## src/mdr_cfg.svh

```systemverilog
`ifndef MDR_CFG_SVH
`define MDR_CFG_SVH

// operand width, any even value of 4 or more
`define MDR_WIDTH 8

// square root retires two radicand bits per step
`define MDR_SQRT_STEPS_DIV 2

// value of result and remainder out of reset
`define MDR_OUT_RST '0

`endif

```

## src/mdr_pkg.sv

```systemverilog
`default_nettype none

package mdr_pkg;

	// operation select, as driven on the op port
	typedef enum logic [1:0] {
		OP_MUL  = 2'd0,
		OP_DIV  = 2'd1,
		OP_SQRT = 2'd2
	} op_e;

	// sequencer states
	typedef enum logic [1:0] {
		ST_IDLE = 2'd0,
		ST_RUN  = 2'd1,  // init cycle, then the steps
		ST_DONE = 2'd2   // one cycle, done pulse
	} seq_state_e;

endpackage

`default_nettype wire

```

## src/operand_loader.sv

```systemverilog
`timescale 1ns/1ps
`default_nettype none

`include "mdr_cfg.svh"

module operand_loader #(
	parameter int N = `MDR_WIDTH
) (
	input  logic         clk,
	input  logic         arst_n,
	input  logic         load,
	input  logic         busy,
	input  logic         clear,
	input  logic [N-1:0] data,
	output logic [N-1:0] opnd_a,
	output logic [N-1:0] opnd_b,
	output logic         a_valid,
	output logic         b_valid
);

	logic sel_b_q;  // next load goes to b
	logic cap;
	logic cap_a;
	logic cap_b;

	assign cap   = load && !busy;       // loads are dropped while an op runs
	assign cap_a = cap && !sel_b_q;
	assign cap_b = cap && sel_b_q;

	always_ff @(posedge clk) begin
		if (cap_a)
			opnd_a <= data;
		if (cap_b)
			opnd_b <= data;
	end

	always_ff @(posedge clk or negedge arst_n) begin
		if (!arst_n) begin
			sel_b_q <= 1'b0;
			a_valid <= 1'b0;
			b_valid <= 1'b0;
		end else if (clear) begin
			sel_b_q <= 1'b0;  // operands consumed by the launch
			a_valid <= 1'b0;
			b_valid <= 1'b0;
		end else if (cap_a) begin
			sel_b_q <= 1'b1;
			a_valid <= 1'b1;
			b_valid <= 1'b0;  // a fresh a starts a new pair
		end else if (cap_b) begin
			sel_b_q <= 1'b0;
			b_valid <= 1'b1;
		end
	end

	// b is only ever loaded behind a
	a_b_order: assert property (@(posedge clk) disable iff (!arst_n) b_valid |-> a_valid);

endmodule

`default_nettype wire

```

## src/mdr_sequencer.sv

```systemverilog
`timescale 1ns/1ps
`default_nettype none

`include "mdr_cfg.svh"

module mdr_sequencer #(
	parameter int N = `MDR_WIDTH
) (
	input  logic         clk,
	input  logic         arst_n,
	input  logic         start,
	input  logic         a_valid,
	input  logic         b_valid,
	input  mdr_pkg::op_e op,
	output mdr_pkg::op_e op_q,
	output logic         init,
	output logic         step_en,
	output logic         busy,
	output logic         done
);

	import mdr_pkg::*;

	localparam int CW = $clog2(N) + 1;

	// step counts, one per bit for mul/div, one per bit pair for root
	localparam logic [CW-1:0] STEPS_FULL = CW'(N);
	localparam logic [CW-1:0] STEPS_ROOT = CW'(N / `MDR_SQRT_STEPS_DIV);

	seq_state_e    state_q;
	logic [CW-1:0] cnt_q;
	logic          init_q;
	logic          ready;
	logic          accept;
	logic          last_step;

	// root needs only a, the others need both operands
	assign ready  = a_valid && ((op == OP_SQRT) || b_valid);
	assign accept = (state_q == ST_IDLE) && start && ready;

	assign step_en   = (state_q == ST_RUN) && !init_q;
	assign last_step = step_en && (cnt_q == CW'(1));

	assign init = init_q;
	assign busy = (state_q != ST_IDLE);
	assign done = (state_q == ST_DONE);

	always_ff @(posedge clk or negedge arst_n) begin
		if (!arst_n) begin
			state_q <= ST_IDLE;
			cnt_q   <= '0;
			init_q  <= 1'b0;
			op_q    <= OP_MUL;
		end else begin
			init_q <= accept;  // datapath loads one cycle after accept
			case (state_q)
				ST_IDLE: begin
					if (accept) begin
						state_q <= ST_RUN;
						op_q    <= op;
						cnt_q   <= (op == OP_SQRT) ? STEPS_ROOT : STEPS_FULL;
					end
				end
				ST_RUN: begin
					if (step_en) begin
						cnt_q <= cnt_q - 1'b1;
						if (last_step)
							state_q <= ST_DONE;
					end
				end
				ST_DONE: begin
					state_q <= ST_IDLE;  // results stay in the datapath
				end
				default: begin
					state_q <= ST_IDLE;
				end
			endcase
		end
	end

	// done is a single pulse
	done_pulse: assert property (@(posedge clk) disable iff (!arst_n) done |=> !done);

	// steps only run inside ST_RUN with work left on the counter
	step_in_run: assert property (@(posedge clk) disable iff (!arst_n)
		step_en |-> (state_q == ST_RUN) && (cnt_q != '0));

endmodule

`default_nettype wire

```

## src/mdr_datapath.sv

```systemverilog
`timescale 1ns/1ps
`default_nettype none

`include "mdr_cfg.svh"

module mdr_datapath #(
	parameter int N = `MDR_WIDTH
) (
	input  logic         clk,
	input  logic         arst_n,
	input  logic         init,
	input  logic         step_en,
	input  mdr_pkg::op_e op,
	input  logic [N-1:0] opnd_a,
	input  logic [N-1:0] opnd_b,
	output logic [N-1:0] result,
	output logic [N-1:0] remainder
);

	import mdr_pkg::*;

	localparam int AQW = 2*N + 1;

	// working register laid out as {A[N:0], Q[N-1:0]}
	logic [AQW-1:0] aq_q;
	logic [AQW-1:0] aq_d;
	logic [N-1:0]   m_q;   // divisor, multiplicand or radicand
	logic [N-1:0]   m_d;

	logic [N:0]     a_part;
	logic [N-1:0]   q_part;

	logic [N:0]     mul_sum;
	logic [AQW-1:0] mul_aq;

	logic [N:0]     trial_x;     // shifted partial remainder
	logic [N+1:0]   trial_y;     // divisor or partial root with 01
	logic [N+1:0]   trial_diff;
	logic           trial_neg;
	logic [N:0]     a_next;
	logic [AQW-1:0] rst_aq;      // restoring step, shared by div and root

	assign a_part = aq_q[AQW-1:N];
	assign q_part = aq_q[N-1:0];

	// shift-add multiply, Q lsb selects the add
	assign mul_sum = {1'b0, a_part[N-1:0]} + (q_part[0] ? {1'b0, m_q} : '0);
	assign mul_aq  = {1'b0, mul_sum, q_part[N-1:1]};

	always_comb begin
		if (op == OP_SQRT) begin
			trial_x = {a_part[N-2:0], m_q[N-1 -: 2]};  // next two radicand bits
			trial_y = {q_part, 2'b01};                 // 4*root + 1
		end else begin
			trial_x = {a_part[N-1:0], q_part[N-1]};    // next dividend bit
			trial_y = {2'b00, m_q};
		end
	end

	assign trial_diff = {1'b0, trial_x} - trial_y;
	assign trial_neg  = trial_diff[N+1];

	// restore on borrow, otherwise keep the difference
	assign a_next = trial_neg ? trial_x : trial_diff[N:0];

	// new quotient or root bit enters at the bottom of Q
	assign rst_aq = {a_next, q_part[N-2:0], ~trial_neg};

	always_comb begin
		aq_d = aq_q;
		m_d  = m_q;
		if (init) begin
			aq_d = '0;
			if (op == OP_SQRT) begin
				m_d = opnd_a;           // root builds up in Q from zero
			end else begin
				aq_d[N-1:0] = opnd_a;
				m_d         = opnd_b;
			end
		end else if (step_en) begin
			case (op)
				OP_MUL: begin
					aq_d = mul_aq;
				end
				OP_DIV: begin
					aq_d = rst_aq;
				end
				OP_SQRT: begin
					aq_d = rst_aq;
					m_d  = {m_q[N-3:0], 2'b00};  // consume the radicand pair
				end
				default: begin
					aq_d = aq_q;
				end
			endcase
		end
	end

	always_ff @(posedge clk or negedge arst_n) begin
		if (!arst_n)
			aq_q <= `MDR_OUT_RST;
		else
			aq_q <= aq_d;
	end

	always_ff @(posedge clk) begin
		m_q <= m_d;
	end

	// mul: high/low product, div: rem/quot, root: rem/root
	assign result    = q_part;
	assign remainder = a_part[N-1:0];

	// the sequencer never launches into a running step
	no_init_in_step: assert property (@(posedge clk) disable iff (!arst_n)
		!(init && step_en));

endmodule

`default_nettype wire

```

## src/mdr_top.sv

```systemverilog
`timescale 1ns/1ps
`default_nettype none

`include "mdr_cfg.svh"

module mdr_top #(
	parameter int N = `MDR_WIDTH
) (
	input  logic         clk,
	input  logic         arst_n,
	input  logic         load,
	input  logic         start,
	input  mdr_pkg::op_e op,
	input  logic [N-1:0] data,
	output logic         busy,
	output logic         done,
	output logic [N-1:0] result,
	output logic [N-1:0] remainder
);

	import mdr_pkg::*;

	logic [N-1:0] opnd_a;
	logic [N-1:0] opnd_b;
	logic         a_valid;
	logic         b_valid;
	logic         init;
	logic         step_en;
	op_e          op_q;     // op latched at launch

	operand_loader #(.N(N)) u_loader (
		.clk     (clk),
		.arst_n  (arst_n),
		.load    (load),
		.busy    (busy),
		.clear   (init),
		.data    (data),
		.opnd_a  (opnd_a),
		.opnd_b  (opnd_b),
		.a_valid (a_valid),
		.b_valid (b_valid)
	);

	mdr_sequencer #(.N(N)) u_seq (
		.clk     (clk),
		.arst_n  (arst_n),
		.start   (start),
		.a_valid (a_valid),
		.b_valid (b_valid),
		.op      (op),
		.op_q    (op_q),
		.init    (init),
		.step_en (step_en),
		.busy    (busy),
		.done    (done)
	);

	mdr_datapath #(.N(N)) u_dp (
		.clk       (clk),
		.arst_n    (arst_n),
		.init      (init),
		.step_en   (step_en),
		.op        (op_q),
		.opnd_a    (opnd_a),
		.opnd_b    (opnd_b),
		.result    (result),
		.remainder (remainder)
	);

endmodule

`default_nettype wire

```

## config.mk

```make
export PLATFORM = sky130hd
export DESIGN_NAME = mdr_top
export DESIGN_NICKNAME = d
export VERILOG_FILES = /design/src/mdr_pkg.sv /design/src/operand_loader.sv /design/src/mdr_sequencer.sv /design/src/mdr_datapath.sv /design/src/mdr_top.sv
export VERILOG_INCLUDE_DIRS = /design/src
export SDC_FILE = /design/constraint.sdc
export NUM_CORES = 1
export LEC_CHECK = 0
export BUFFER_PORTS_ARGS = -buffer_cell sky130_fd_sc_hd__buf_2
export CAP_MARGIN = 0
export CORE_UTILIZATION = 26
export DETAILED_ROUTE_END_ITERATION = 16
export PLACE_DENSITY = 0.52
export SLEW_MARGIN = 20
export SYNTH_ARGS = -nofsm -noshare
export SYNTH_HDL_FRONTEND = slang
export SYNTH_SLANG_ARGS = --single-unit
```

## constraint.sdc

```tcl
create_clock -name clk -period 4.96 [get_ports clk]
set_clock_uncertainty 0.2 [all_clocks]
set_input_delay 0.248 -clock clk [delete_from_list [all_inputs] [get_ports clk]]
set_output_delay 0.248 -clock clk [all_outputs]
set_load 0.005 [all_outputs]
```

# [Word-level counts from Yosys, hierarchy flattened]
# Index checks and enable logic that the tools add are counted.
[totals] elab_cells=79 regBits=52 memories=0 mem_bits_rw=0 rom_bits=0 out_inout_bits=18 latch_bits=0 input_bits=14
[op_classes] addsub=3 bitwise_logic=1 n_mux=28 n_eq_ne=9 mul=0 order_cmp=0 n_shift=0 div_mod_pow=0 n_reduce_logical=27
[op_table] operator="2-to-1 mux 8 bit" count=7
[op_table] operator="2-to-1 mux 16 bit" count=2
[op_table] operator="one-hot mux 16 bit (2 select lines)" count=1
[op_table] operator="2-to-1 mux 4 bit" count=3
[op_table] operator="2-to-1 mux 10 bit" count=1
[op_table] operator="nonzero test 2 bit" count=5
[op_table] operator="subtractor 9 x 10 -> 10 bit" count=1
[op_table] operator="adder 8 x 8 -> 9 bit" count=1
[op_table] operator="2-to-1 mux 9 bit" count=1
[op_table] operator="logical AND 1 bit" count=8
[op_table] operator="2-to-1 mux 1 bit" count=8
[op_table] operator="one-hot mux 4 bit (2 select lines)" count=1
[op_table] operator="== test 2 bit, second input constant" count=3
[op_table] operator="2-to-1 mux 2 bit" count=3
[op_table] operator="!= test 2 x 1 -> 1 bit, second input constant" count=3
[op_table] operator="AND reduction 2 bit" count=3
[op_table] operator="AND reduction 3 bit" count=2
[op_table] operator="nonzero test 3 bit" count=2
[op_table] operator="== test 2 x 1 -> 1 bit, second input constant" count=2
[op_table] operator="== test 4 x 1 -> 1 bit, second input constant" count=1
[op_table] operator="logical NOT 2 bit" count=2
[op_table] operator="one-hot mux 2 bit (2 select lines)" count=1
[op_table] operator="subtractor 4 x 1 -> 4 bit, second input constant" count=1
[op_table] operator="logical NOT 1 bit" count=3
[op_table] operator="3 further kinds" count=3

# [Logic depth before layout (Yosys ltp)]
# Gate-level depths: netlist (run 1).
[logic_depth] word_depth=7 depth_mapped=13 mapped_depth_nobuf=12

# [By module]
# From an unflattened synthesis (run 1), not the netlist that was laid out.
[hier_totals] hier_cells=339 hier_area_um2=3440.8
[by_module_without_submodules] module="mdr_datapath" n_inst=1 cells_per_inst=267 area_per_inst_um2=2351.0 seq_area_each_um2=640.6
[by_module_without_submodules] module="operand_loader" n_inst=1 cells_per_inst=29 area_per_inst_um2=620.6 seq_area_each_um2=555.5
[by_module_without_submodules] module="mdr_sequencer" n_inst=1 cells_per_inst=43 area_per_inst_um2=469.2 seq_area_each_um2=225.2

# [Least setup slack after synthesis (run 1)]
# No wires, ideal clock.
[synth_path] kind="flip-flop to flip-flop" from="register u_seq.op_q[0]" to="register u_dp.aq_q[9]" setup_slack_ps=1408 setup_ps=126 period_less_slack_ps=3552 path_stages_with_launch=12 required_ps=4634 t_arrival_ps=3226 path_buffers=2 path_cell_list="dfrtp_1 inv_1 ha_1 clkbuf_1 clkbuf_1 mux2_2 ha_1 a21oi_1 nand2_1 o211ai_4 mux2i_1 a221o_1"
[synth_via] elab_chain_cells=7 word_cells_on_any_way=13 classes_between="1 x add/sub; 2 x eq/ne; 6 x mux; 4 x reduce/logical"
[synth_lines] element="start, declared" line="mdr_sequencer.sv:15" source="output mdr_pkg::op_e op_q,"
[synth_lines] element="start signal, assigned" line="mdr_sequencer.sv:60" source="op_q <= op;"
[synth_lines] element="== test 2 bit" line="mdr_datapath.sv:51, mdr_datapath.sv:81"
[synth_lines] element="2-to-1 mux 9 bit / 2-to-1 mux 10 bit (equally long branches)" line="mdr_datapath.sv:51" source="if (op == OP_SQRT) begin"
[synth_lines] element="subtractor 9 x 10 -> 10 bit" line="mdr_datapath.sv:60" source="assign trial_diff = {1'b0, trial_x} - trial_y;"
[synth_lines] element="2-to-1 mux 8 bit" line="mdr_datapath.sv:64" source="assign a_next = trial_neg ? trial_x : trial_diff[N:0];"
[synth_lines] element="one-hot mux 16 bit (2 select lines)" line="mdr_datapath.sv:81" source="case (op)"
[synth_lines] element="2-to-1 mux 16 bit" line="mdr_datapath.sv:80" source="end else if (step_en) begin"
[synth_lines] element="2-to-1 mux 16 bit" line="mdr_datapath.sv:72" source="if (init) begin"
[synth_lines] element="end signal, assigned" line="mdr_datapath.sv:101" source="aq_q <= `MDR_OUT_RST;"
[synth_lines] element="end signal, assigned" line="mdr_datapath.sv:103" source="aq_q <= aq_d;"
[synth_lines] element="end, declared" line="mdr_datapath.sv:25" source="logic [AQW-1:0] aq_q;"
# Parallel ways exist; a longest one is shown, timed or not. The select of a mux whose other input is x is not followed.
# A chain may end at the register's enable or synchronous reset.

# [Worst setup path in the final report (run 1)]
[layout_path] from="register u_seq.op_q[0]" to="register u_dp.aq_q[8]"
# The elaborated chain is that of the path after synthesis.

==> implementation parameters, run 1 <==
Parameter                              Value

Run status
  Run status    completed

Hold path
  Worst hold stages    2
  Worst min-delay path class    in -> reg

Layout
  Commonest cells after routing, fill and taps aside    sky130_fd_sc_hd__nor2_1 (37), sky130_fd_sc_hd__nand2_1 (31), sky130_fd_sc_hd__buf_2 (31), sky130_fd_sc_hd__mux2i_1 (28), sky130_fd_sc_hd__dfrtp_1 (28)
  Number of diodes    0
  Total number of nets in the final design    417
  Most common cell after layout, fill and taps aside    sky130_fd_sc_hd__nor2_1
  Fraction of layout instances using a drive strength above 1    0.1447
  Area Overhead vs Synth    17.55%

Flow run
  Number of violations of the max-capacitance limit    0

Synth
  Share of the yosys chip area belonging to registers    0.4242
  Cell accounting for the most synthesized area    sky130_fd_sc_hd__edfxtp_1
  Number of nets produced by synthesis    between 300 and 400
  Async set or reset register ratio after synthesis    0.5385
  Area of the mapped netlist    3351 sq um
  Count of unique library cells instantiated by Yosys    44
  Leading cell types by total area after synthesis    sky130_fd_sc_hd__edfxtp_1 (22%), sky130_fd_sc_hd__dfrtp_1 (21%), sky130_fd_sc_hd__mux2i_1 (8.4%)
  Yosys synthesis warning count    0
  Number of register bits inferred by synthesis    52
  Number of instances in the synthesized netlist    between 300 and 400
  Most frequently used flop master after synthesis    sky130_fd_sc_hd__dfrtp_1
  Fraction of post-synthesis cell area in the top cell type by area    0.2151
  Number of synthesized flops with an enable pin    24
  Mean cell area of the mapped netlist    roughly 9.8 sq um

Clock network
  Clock latency reported for the late side of the worst-skew pair    300 ps
  Clock-pin slew on the worst setup and hold paths    around 80 ps
  Number of buffers inserted during clock tree synthesis    5
  Clock tree buffer depth    2
  CTS root buf    sky130_fd_sc_hd__clkbuf_16
  Number of H-tree levels    2
  TritonCTS clock tree    yes
  # clock sinks    52
  CTS-repair resized insts    0

Drt
  Starting DRT DRC Count    98
  Number of remaining DRC errors    0
  Number of vias per cell    ~4.7
  Number of antenna-violating nets in the routed design    0
  Post-detailed-routing wire length    8.152 mm
  Wirelength per Cell    14.77 microns
  Detailed-routing iteration count for the pre-antenna-repair pass    4
  Number of vias in the routed layout    2603

Global routing
  Maximum number of pins on one net before global-route repair    33
  Total routing usage reported by global routing    0.1310
  Total gr overflow    0
  Wire length of the first global-routing pass    about 14 mm
  Antenna violations before repair    0
  Via count of the first global-routing pass    2626

Timing
  Worst-case setup margin in the final layout    1360 ps
  Setup TNS    0 ps
  Fin crit period    3600 ps
  Peak clock frequency supported by timing    277.8 MHz
  Count of final hold-check violations    0
  Setup repair after global routing missed its margin    false
  Setup-violating endpoint count in the final report    0
  Max-slew violation count    0
  Final cycle utilization of the critical path    0.7257
  Measured slew at the worst slew-check pin    978.6 ps
  Max-slew headroom    0.3476

Die
  Starting density of the core    0.2666
  Height of the chip    115.5 microns
  Placeable core area    12570 sq um
  Die span in x    115.5 microns
  Cell row count    41
  I/O pin cnt    32
  Area of the die    ~13000 sq um

Power and ir drop
  Overall power after layout    2.426 mW
  Largest vdd supply drop    ~0.00028 V
  P_leak    about 1.7 nW
  Power Dens Cells    615.9 nW/um^2

Worst setup path
  Arr. time, crit path    3590 ps
  Crit Path Class    reg -> reg
  CP required    4950 ps
  Maximum fanout along the worst path    13
  CP endpoint kind    flop
  Number of cells on the worst reg-to-reg path    11
  Startpoint Class    flop

Place
  GPL Wtd Cong    0.7798
  Port Buf Inserts    31
  Dpl hpwl    6.219 mm
  Post-place setup slack    1330 ps
## synth_stat cells, types with 2 or more instances
master,count
sky130_fd_sc_hd__o21ai_0,25
sky130_fd_sc_hd__edfxtp_1,24
sky130_fd_sc_hd__and3_1,2
sky130_fd_sc_hd__nor2_1,37
sky130_fd_sc_hd__and2_1,10
sky130_fd_sc_hd__a221o_1,3
sky130_fd_sc_hd__nand2b_1,4
sky130_fd_sc_hd__ha_1,22
sky130_fd_sc_hd__fa_1,2
sky130_fd_sc_hd__a31oi_1,3
sky130_fd_sc_hd__mux2_2,9
sky130_fd_sc_hd__mux2i_1,28
sky130_fd_sc_hd__inv_1,14
sky130_fd_sc_hd__o211ai_1,3
sky130_fd_sc_hd__xor2_1,3
sky130_fd_sc_hd__o21a_1,8
sky130_fd_sc_hd__or2_2,2
sky130_fd_sc_hd__xnor2_1,3
sky130_fd_sc_hd__nor2b_1,11
sky130_fd_sc_hd__o21bai_1,2
sky130_fd_sc_hd__clkbuf_1,10
sky130_fd_sc_hd__nand2_1,31
sky130_fd_sc_hd__dfrtp_1,28
sky130_fd_sc_hd__a21oi_1,24
sky130_fd_sc_hd__or3_1,2
sky130_fd_sc_hd__nor3_1,6
sky130_fd_sc_hd__a21o_1,3
sky130_fd_sc_hd__o221ai_1,2
sky130_fd_sc_hd__o31a_1,4
sky130_fd_sc_hd__nand3_1,2
## metal layers
| metal | GRT usage | routed length [microns] | vias up |
|---|---|---|---|
| met5 | 0 | 0 | - |
| met4 | 0.04502 | 139 | 0 |
| met3 | 0.02040 | 273 | 9 |
| met2 | 0.2168 | 3772 | 48 |
| met1 | 0.1742 | 3967 | 1233 |
| li1 | - | - | 1313 |
## registers in the layout (all words and copies together) (netlist names)
signal	flops
u_dp.m_q	8
u_seq.state_q	2
u_seq.init	1
u_seq.op_q	2
u_loader.sel_b_q	1
u_loader.opnd_b	8
u_dp.aq_q	16
u_loader.opnd_a	8
u_seq.cnt_q	4
u_loader.a_valid	1
u_loader.b_valid	1
## worst paths after layout
kind                          startpoint       endpoint  slack (ps)
max                        u_seq.op_q[0]   u_dp.aq_q[8]        1360
min                                op[1]  u_seq.op_q[1]          10
max reg2reg                u_seq.op_q[0]   u_dp.aq_q[8]        1360
min reg2reg                u_seq.op_q[0]  u_seq.op_q[0]         310
max in group asynchronous         arst_n   u_dp.aq_q[6]        3810
min in group asynchronous         arst_n   u_dp.aq_q[3]         320
## kinds of logic (layout without fill, tap and decap cells)
group	after synthesis	in the layout	share of synthesized area
AND/OR/NAND/NOR	111	111	0.1576
AO/OA/AOI/OAI	86	86	0.1665
flip-flops	52	52	0.4242
multiplexers	37	37	0.1139
buffers and inverters	25	64	0.02801
adder cells (fa/ha/maj)	24	24	0.09410
XOR/XNOR	6	6	0.01569
## final cells by class
class,instances,area (sq um)
tap,172,215.2
inverter,14,52.55
clock inverter,3,28.78
multi-input combinational,264,1836
clock buffer,5,125.1
sequential,52,1421
fill,1315,8630
timing repair buffer,42,260.3
## power breakdown
part,switching [mW],leakage [nW],internal [mW]
sequential,0.145,0.584,0.598
combinational,0.735,1.06,0.575
clock,0.178,0.0767,0.195
total,1.06,1.72,1.37
## stage by stage
step / area [sq um] / instances / utilization / hold WS, ps
floorplan: 3351 / 341 / - / -247.6
global placement: 3695 / 535 / 0.2940 / 130.6
detailed placement: 3695 / 535 / 0.2940 / 135.9
CTS: 3939 / 552 / 0.3134 / 7.284
global route: 3939 / 552 / 0.3134 / 19.91
finish: 3939 / 552 / 0.3134 / 14.72
## repair_timing
| item | 4_1_cts | 5_1_grt |
|---|---|---|
| hold buffers | 9 | 0 |
| endpoints found under the hold margin | 44 | 0 |
| setup buffers | 0 | 0 |
## worst max-delay path: stages, from the launching register on
cell	delay, ps
sky130_fd_sc_hd__dfrtp_1	370
sky130_fd_sc_hd__inv_1	100
sky130_fd_sc_hd__ha_1	500
sky130_fd_sc_hd__mux2i_1	410
sky130_fd_sc_hd__inv_1	80
sky130_fd_sc_hd__ha_1	290
sky130_fd_sc_hd__nor2b_4	120
sky130_fd_sc_hd__o31a_1	300
sky130_fd_sc_hd__o21a_1	250
sky130_fd_sc_hd__o211ai_4	370
sky130_fd_sc_hd__mux2i_1	150
sky130_fd_sc_hd__a221o_1	330
(Power assumes the default switching activity.)
==> run 2, diff against run 1 <==
==> constraint.sdc (replaced) <==
create_clock -name clk -period 3.4 [get_ports clk]
set_clock_uncertainty 0.2 [all_clocks]
set_input_delay 0.17 -clock clk [delete_from_list [all_inputs] [get_ports clk]]
set_output_delay 0.17 -clock clk [all_outputs]
set_load 0.005 [all_outputs]
==> run 2 against run 1 <==
  * Utilization up 0.86 points
  * Sequential power is 43% higher
  * Critical endpoint is now u_dp.aq_q[11]
  * Highest routed layer unchanged
  * Largest cell class unchanged
  * Clock-buffer cell count stayed put
==> implementation parameters, run 2 (synthesized netlist as in run 1, its figures left out) <==
Parameter                              Value

Run status
  Run status    completed

Global routing
  Antenna violations before repair    0 (unchanged)
  Wire length of the first global-routing pass    13.60 mm (+0.66%)
  Total gr overflow    0 (unchanged)
  Via count of the first global-routing pass    2616 (-0.38%)
  Maximum number of pins on one net before global-route repair    29 (-12%)
  Total routing usage reported by global routing    0.1321 (+0.001097)

Timing
  Setup-violating endpoint count in the final report    0 (unchanged)
  Fin crit period    3236 ps (-363.8 ps)
  Final hold slack    59.86 ps (+45.15 ps)
  Setup TNS    0 ps (unchanged)
  Final cycle utilization of the critical path    0.9517 (+0.2260)
  Max-slew headroom    0.4740 (+0.1264)
  Setup repair after global routing missed its margin    false
  Count of final hold-check violations    0 (unchanged)
  Peak clock frequency supported by timing    309.0 MHz (+11%)
  Max-slew violation count    0 (unchanged)
  Worst-case setup margin in the final layout    164.2 ps (-1196 ps)
  Measured slew at the worst slew-check pin    786.0 ps (-192.5 ps)

Layout
  Final standard cell area without fillers    4046 sq um (+2.7%)
  Area Overhead vs Synth    20.76%
  Fraction of layout instances using a drive strength above 1    0.1662 (+0.02150)
  Largest Register    u_dp.aq_q
  Number of flip-flops under the largest register name    16 (unchanged)
  Number of diodes    0 (unchanged)
  Most common cell after layout, fill and taps aside    sky130_fd_sc_hd__nor2_1
  Commonest cells after routing, fill and taps aside    sky130_fd_sc_hd__nor2_1 (37), sky130_fd_sc_hd__nand2_1 (31), sky130_fd_sc_hd__buf_2 (31), sky130_fd_sc_hd__mux2i_1 (28), sky130_fd_sc_hd__dfrtp_1 (28)
  Non-filler cells in the finished layout    563 (+2.0%)
  Total number of nets in the final design    428 (+2.6%)

Worst setup path
  Crit Path Class    reg -> reg
  Startpoint Class    flop
  Critical Path Slowest Stage Cell    sky130_fd_sc_hd__a2111oi_1
  Maximum fanout along the worst path    6 (-7)
  Reg-to-reg endpoint    u_dp.aq_q[11]
  CP endpoint kind    flop
  Critical-path cell list    inv_1, ha_1, mux2i_1, inv_1, ha_1, nor2b_4, o31a_1, o211ai_1, o211ai_4, a2111oi_1, a311o_1
  Worst setup path endpoint    u_dp.aq_q[11]
  Arr. time, crit path    3270 ps (-320 ps)
  Stage delay of the slowest cell on the critical path    430 ps (-70 ps)
  Startpoint of the most critical register-to-register path    u_seq.op_q[0]
  Number of cells on the worst reg-to-reg path    11 (unchanged)
  Critical Path Start    u_seq.op_q[0]
  CP required    3440 ps (-1510 ps)
  Setup slack of the worst register-to-register path    160 ps (-1200 ps)

Die
  Cell row count    41 (unchanged)
  Die span in x    115.5 microns (unchanged)
  Height of the chip    115.5 microns (unchanged)
  Starting density of the core    0.2666 (unchanged)
  Area of the die    13340 sq um (unchanged)
  I/O pin cnt    32 (unchanged)
  Placeable core area    12570 sq um (unchanged)

Flow run
  Number of violations of the max-capacitance limit    0 (unchanged)

Hold path
  Worst min-delay path class    in -> reg

Power and ir drop
  Power Dens Cells    908.6 nW/um^2 (+48%)
  Net Switching    1.604 mW (+52%)
  Internal power consumption    2.072 mW (+51%)
  Largest vdd supply drop    0.0003115 V (+13%)
  P_leak    1.767 nW (+2.6%)
  Comb power frac    0.564 (+0.024)
  Net Sw Frac    0.4364 (+0.0005365)
  Sequential group share of total power    0.289 (-0.017)
  Clk pwr share    0.146 (-0.008)

Drt
  Wirelength per Cell    15.05 microns (+1.9%)
  Number of vias in the routed layout    2702 (+3.8%)
  Post-detailed-routing wire length    8.475 mm (+4.0%)
  Number of vias per cell    4.799 (+1.8%)
  Number of remaining DRC errors    0 (unchanged)
  Starting DRT DRC Count    138 (+41%)
  Detailed-routing iteration count for the pre-antenna-repair pass    5 (+1)
  Number of antenna-violating nets in the routed design    0 (unchanged)

Clock network
  Clock-pin slew on the worst setup and hold paths    80 ps (about the same)
  TritonCTS clock tree    yes
  Number of buffers inserted during clock tree synthesis    5 (unchanged)
  Clock latency reported for the late side of the worst-skew pair    300 ps (about the same)
  Clock tree buffer depth    2 (unchanged)
  CTS root buf    sky130_fd_sc_hd__clkbuf_16
  Number of H-tree levels    2 (unchanged)
  # clock sinks    52 (unchanged)

Place
  Placement-stage cell area    3760 sq um (+1.8%)
  Post-place setup slack    156.6 ps (-1174 ps)
  Dpl hpwl    6.381 mm (+2.6%)
  Number of placed instances with taps included    542 (+1.3%)
  Port Buf Inserts    31 (unchanged)
  GPL Wtd Cong    0.8507 (+9.1%)
run 2: cell count changes in the layout (fill, tap and decap cells not counted), sizes merged:
cell | before | now
buf | 33 | 41
inv | 17 | 15
clkinvlp | 0 | 1
clkinv | 0 | 1
o211ai | 4 | 5
dlygate4sd3 | 9 | 11
run 2: final cells by class:
class	count	area [sq um]
repair buffers	52	352.8
flip-flops and latches	52	1421
fillers	1306	8522
inverters	14	52.55
well taps	172	215.2
clock inverters	3	27.53
clock buffers	5	125.1
multi-input cells	265	1852
run 2: per-layer routing:
metal  GRT usage  wire length, microns  up-vias  part of all wire
li1            -                     -     1342                 -
met3     0.01831                   332       10             0.039
met2      0.2232                  4020       58              0.47
met4     0.03636                   124        0             0.015
met5           0                     0        -                 0
met1      0.1765                  3997     1292              0.47
run 2: worst min path at each step:
| stage | startpoint | end | slack [ps] | depth (start not counted) |
|---|---|---|---|---|
| after detailed placement | arst_n | u_seq.state_q[1] | 60 | 1 |
| after CTS | load | u_loader.sel_b_q | 60 | 4 |
| after global placement | arst_n | u_seq.state_q[1] | 60 | 1 |
| final | load | u_loader.sel_b_q | 60 | 4 |
| after global routing | start | u_seq.init | 110 | 3 |
| after floorplan | arst_n | u_dp.aq_q[0] | -330 | 0 |
run 2: through the flow:
stage	util	total power, mW
2_1_floorplan	-	2.507
3_3_place_gp	0.2992	3.068
3_5_place_dp	0.2992	3.090
4_1_cts	0.3201	3.652
5_1_grt	0.3220	3.995
6_report	0.3220	3.676
run 2: power by group through the flow:
| stage | clock network, mW | registers (mW) | logic [mW] |
|---|---|---|---|
| CTS | 0.556 | 1.07 | 2.03 |
| floorplan | 0 | 1.01 | 1.50 |
| global placement | 0 | 1.07 | 1.99 |
| finish | 0.538 | 1.06 | 2.08 |
| global route | 0.575 | 1.10 | 2.32 |
| detailed placement | 0 | 1.08 | 2.01 |
run 2: timing repair:
action,CTS,global route
hold buffers,11,0
setup endpoints to repair,0,5
hold endpoints to repair,46,0
resized for setup,0,2
buffers inserted,0,1
run 2: critical path: cells and delay by family (launching register included):
kind / cells / cell delay, ps
and+or+nand+nor: 1 / 130
adders and majority gates: 2 / 590
muxes: 1 / 280
DFF: 1 / 390
AOI/OAI and AO/OA: 5 / 1410
buffers and inverters: 2 / 170
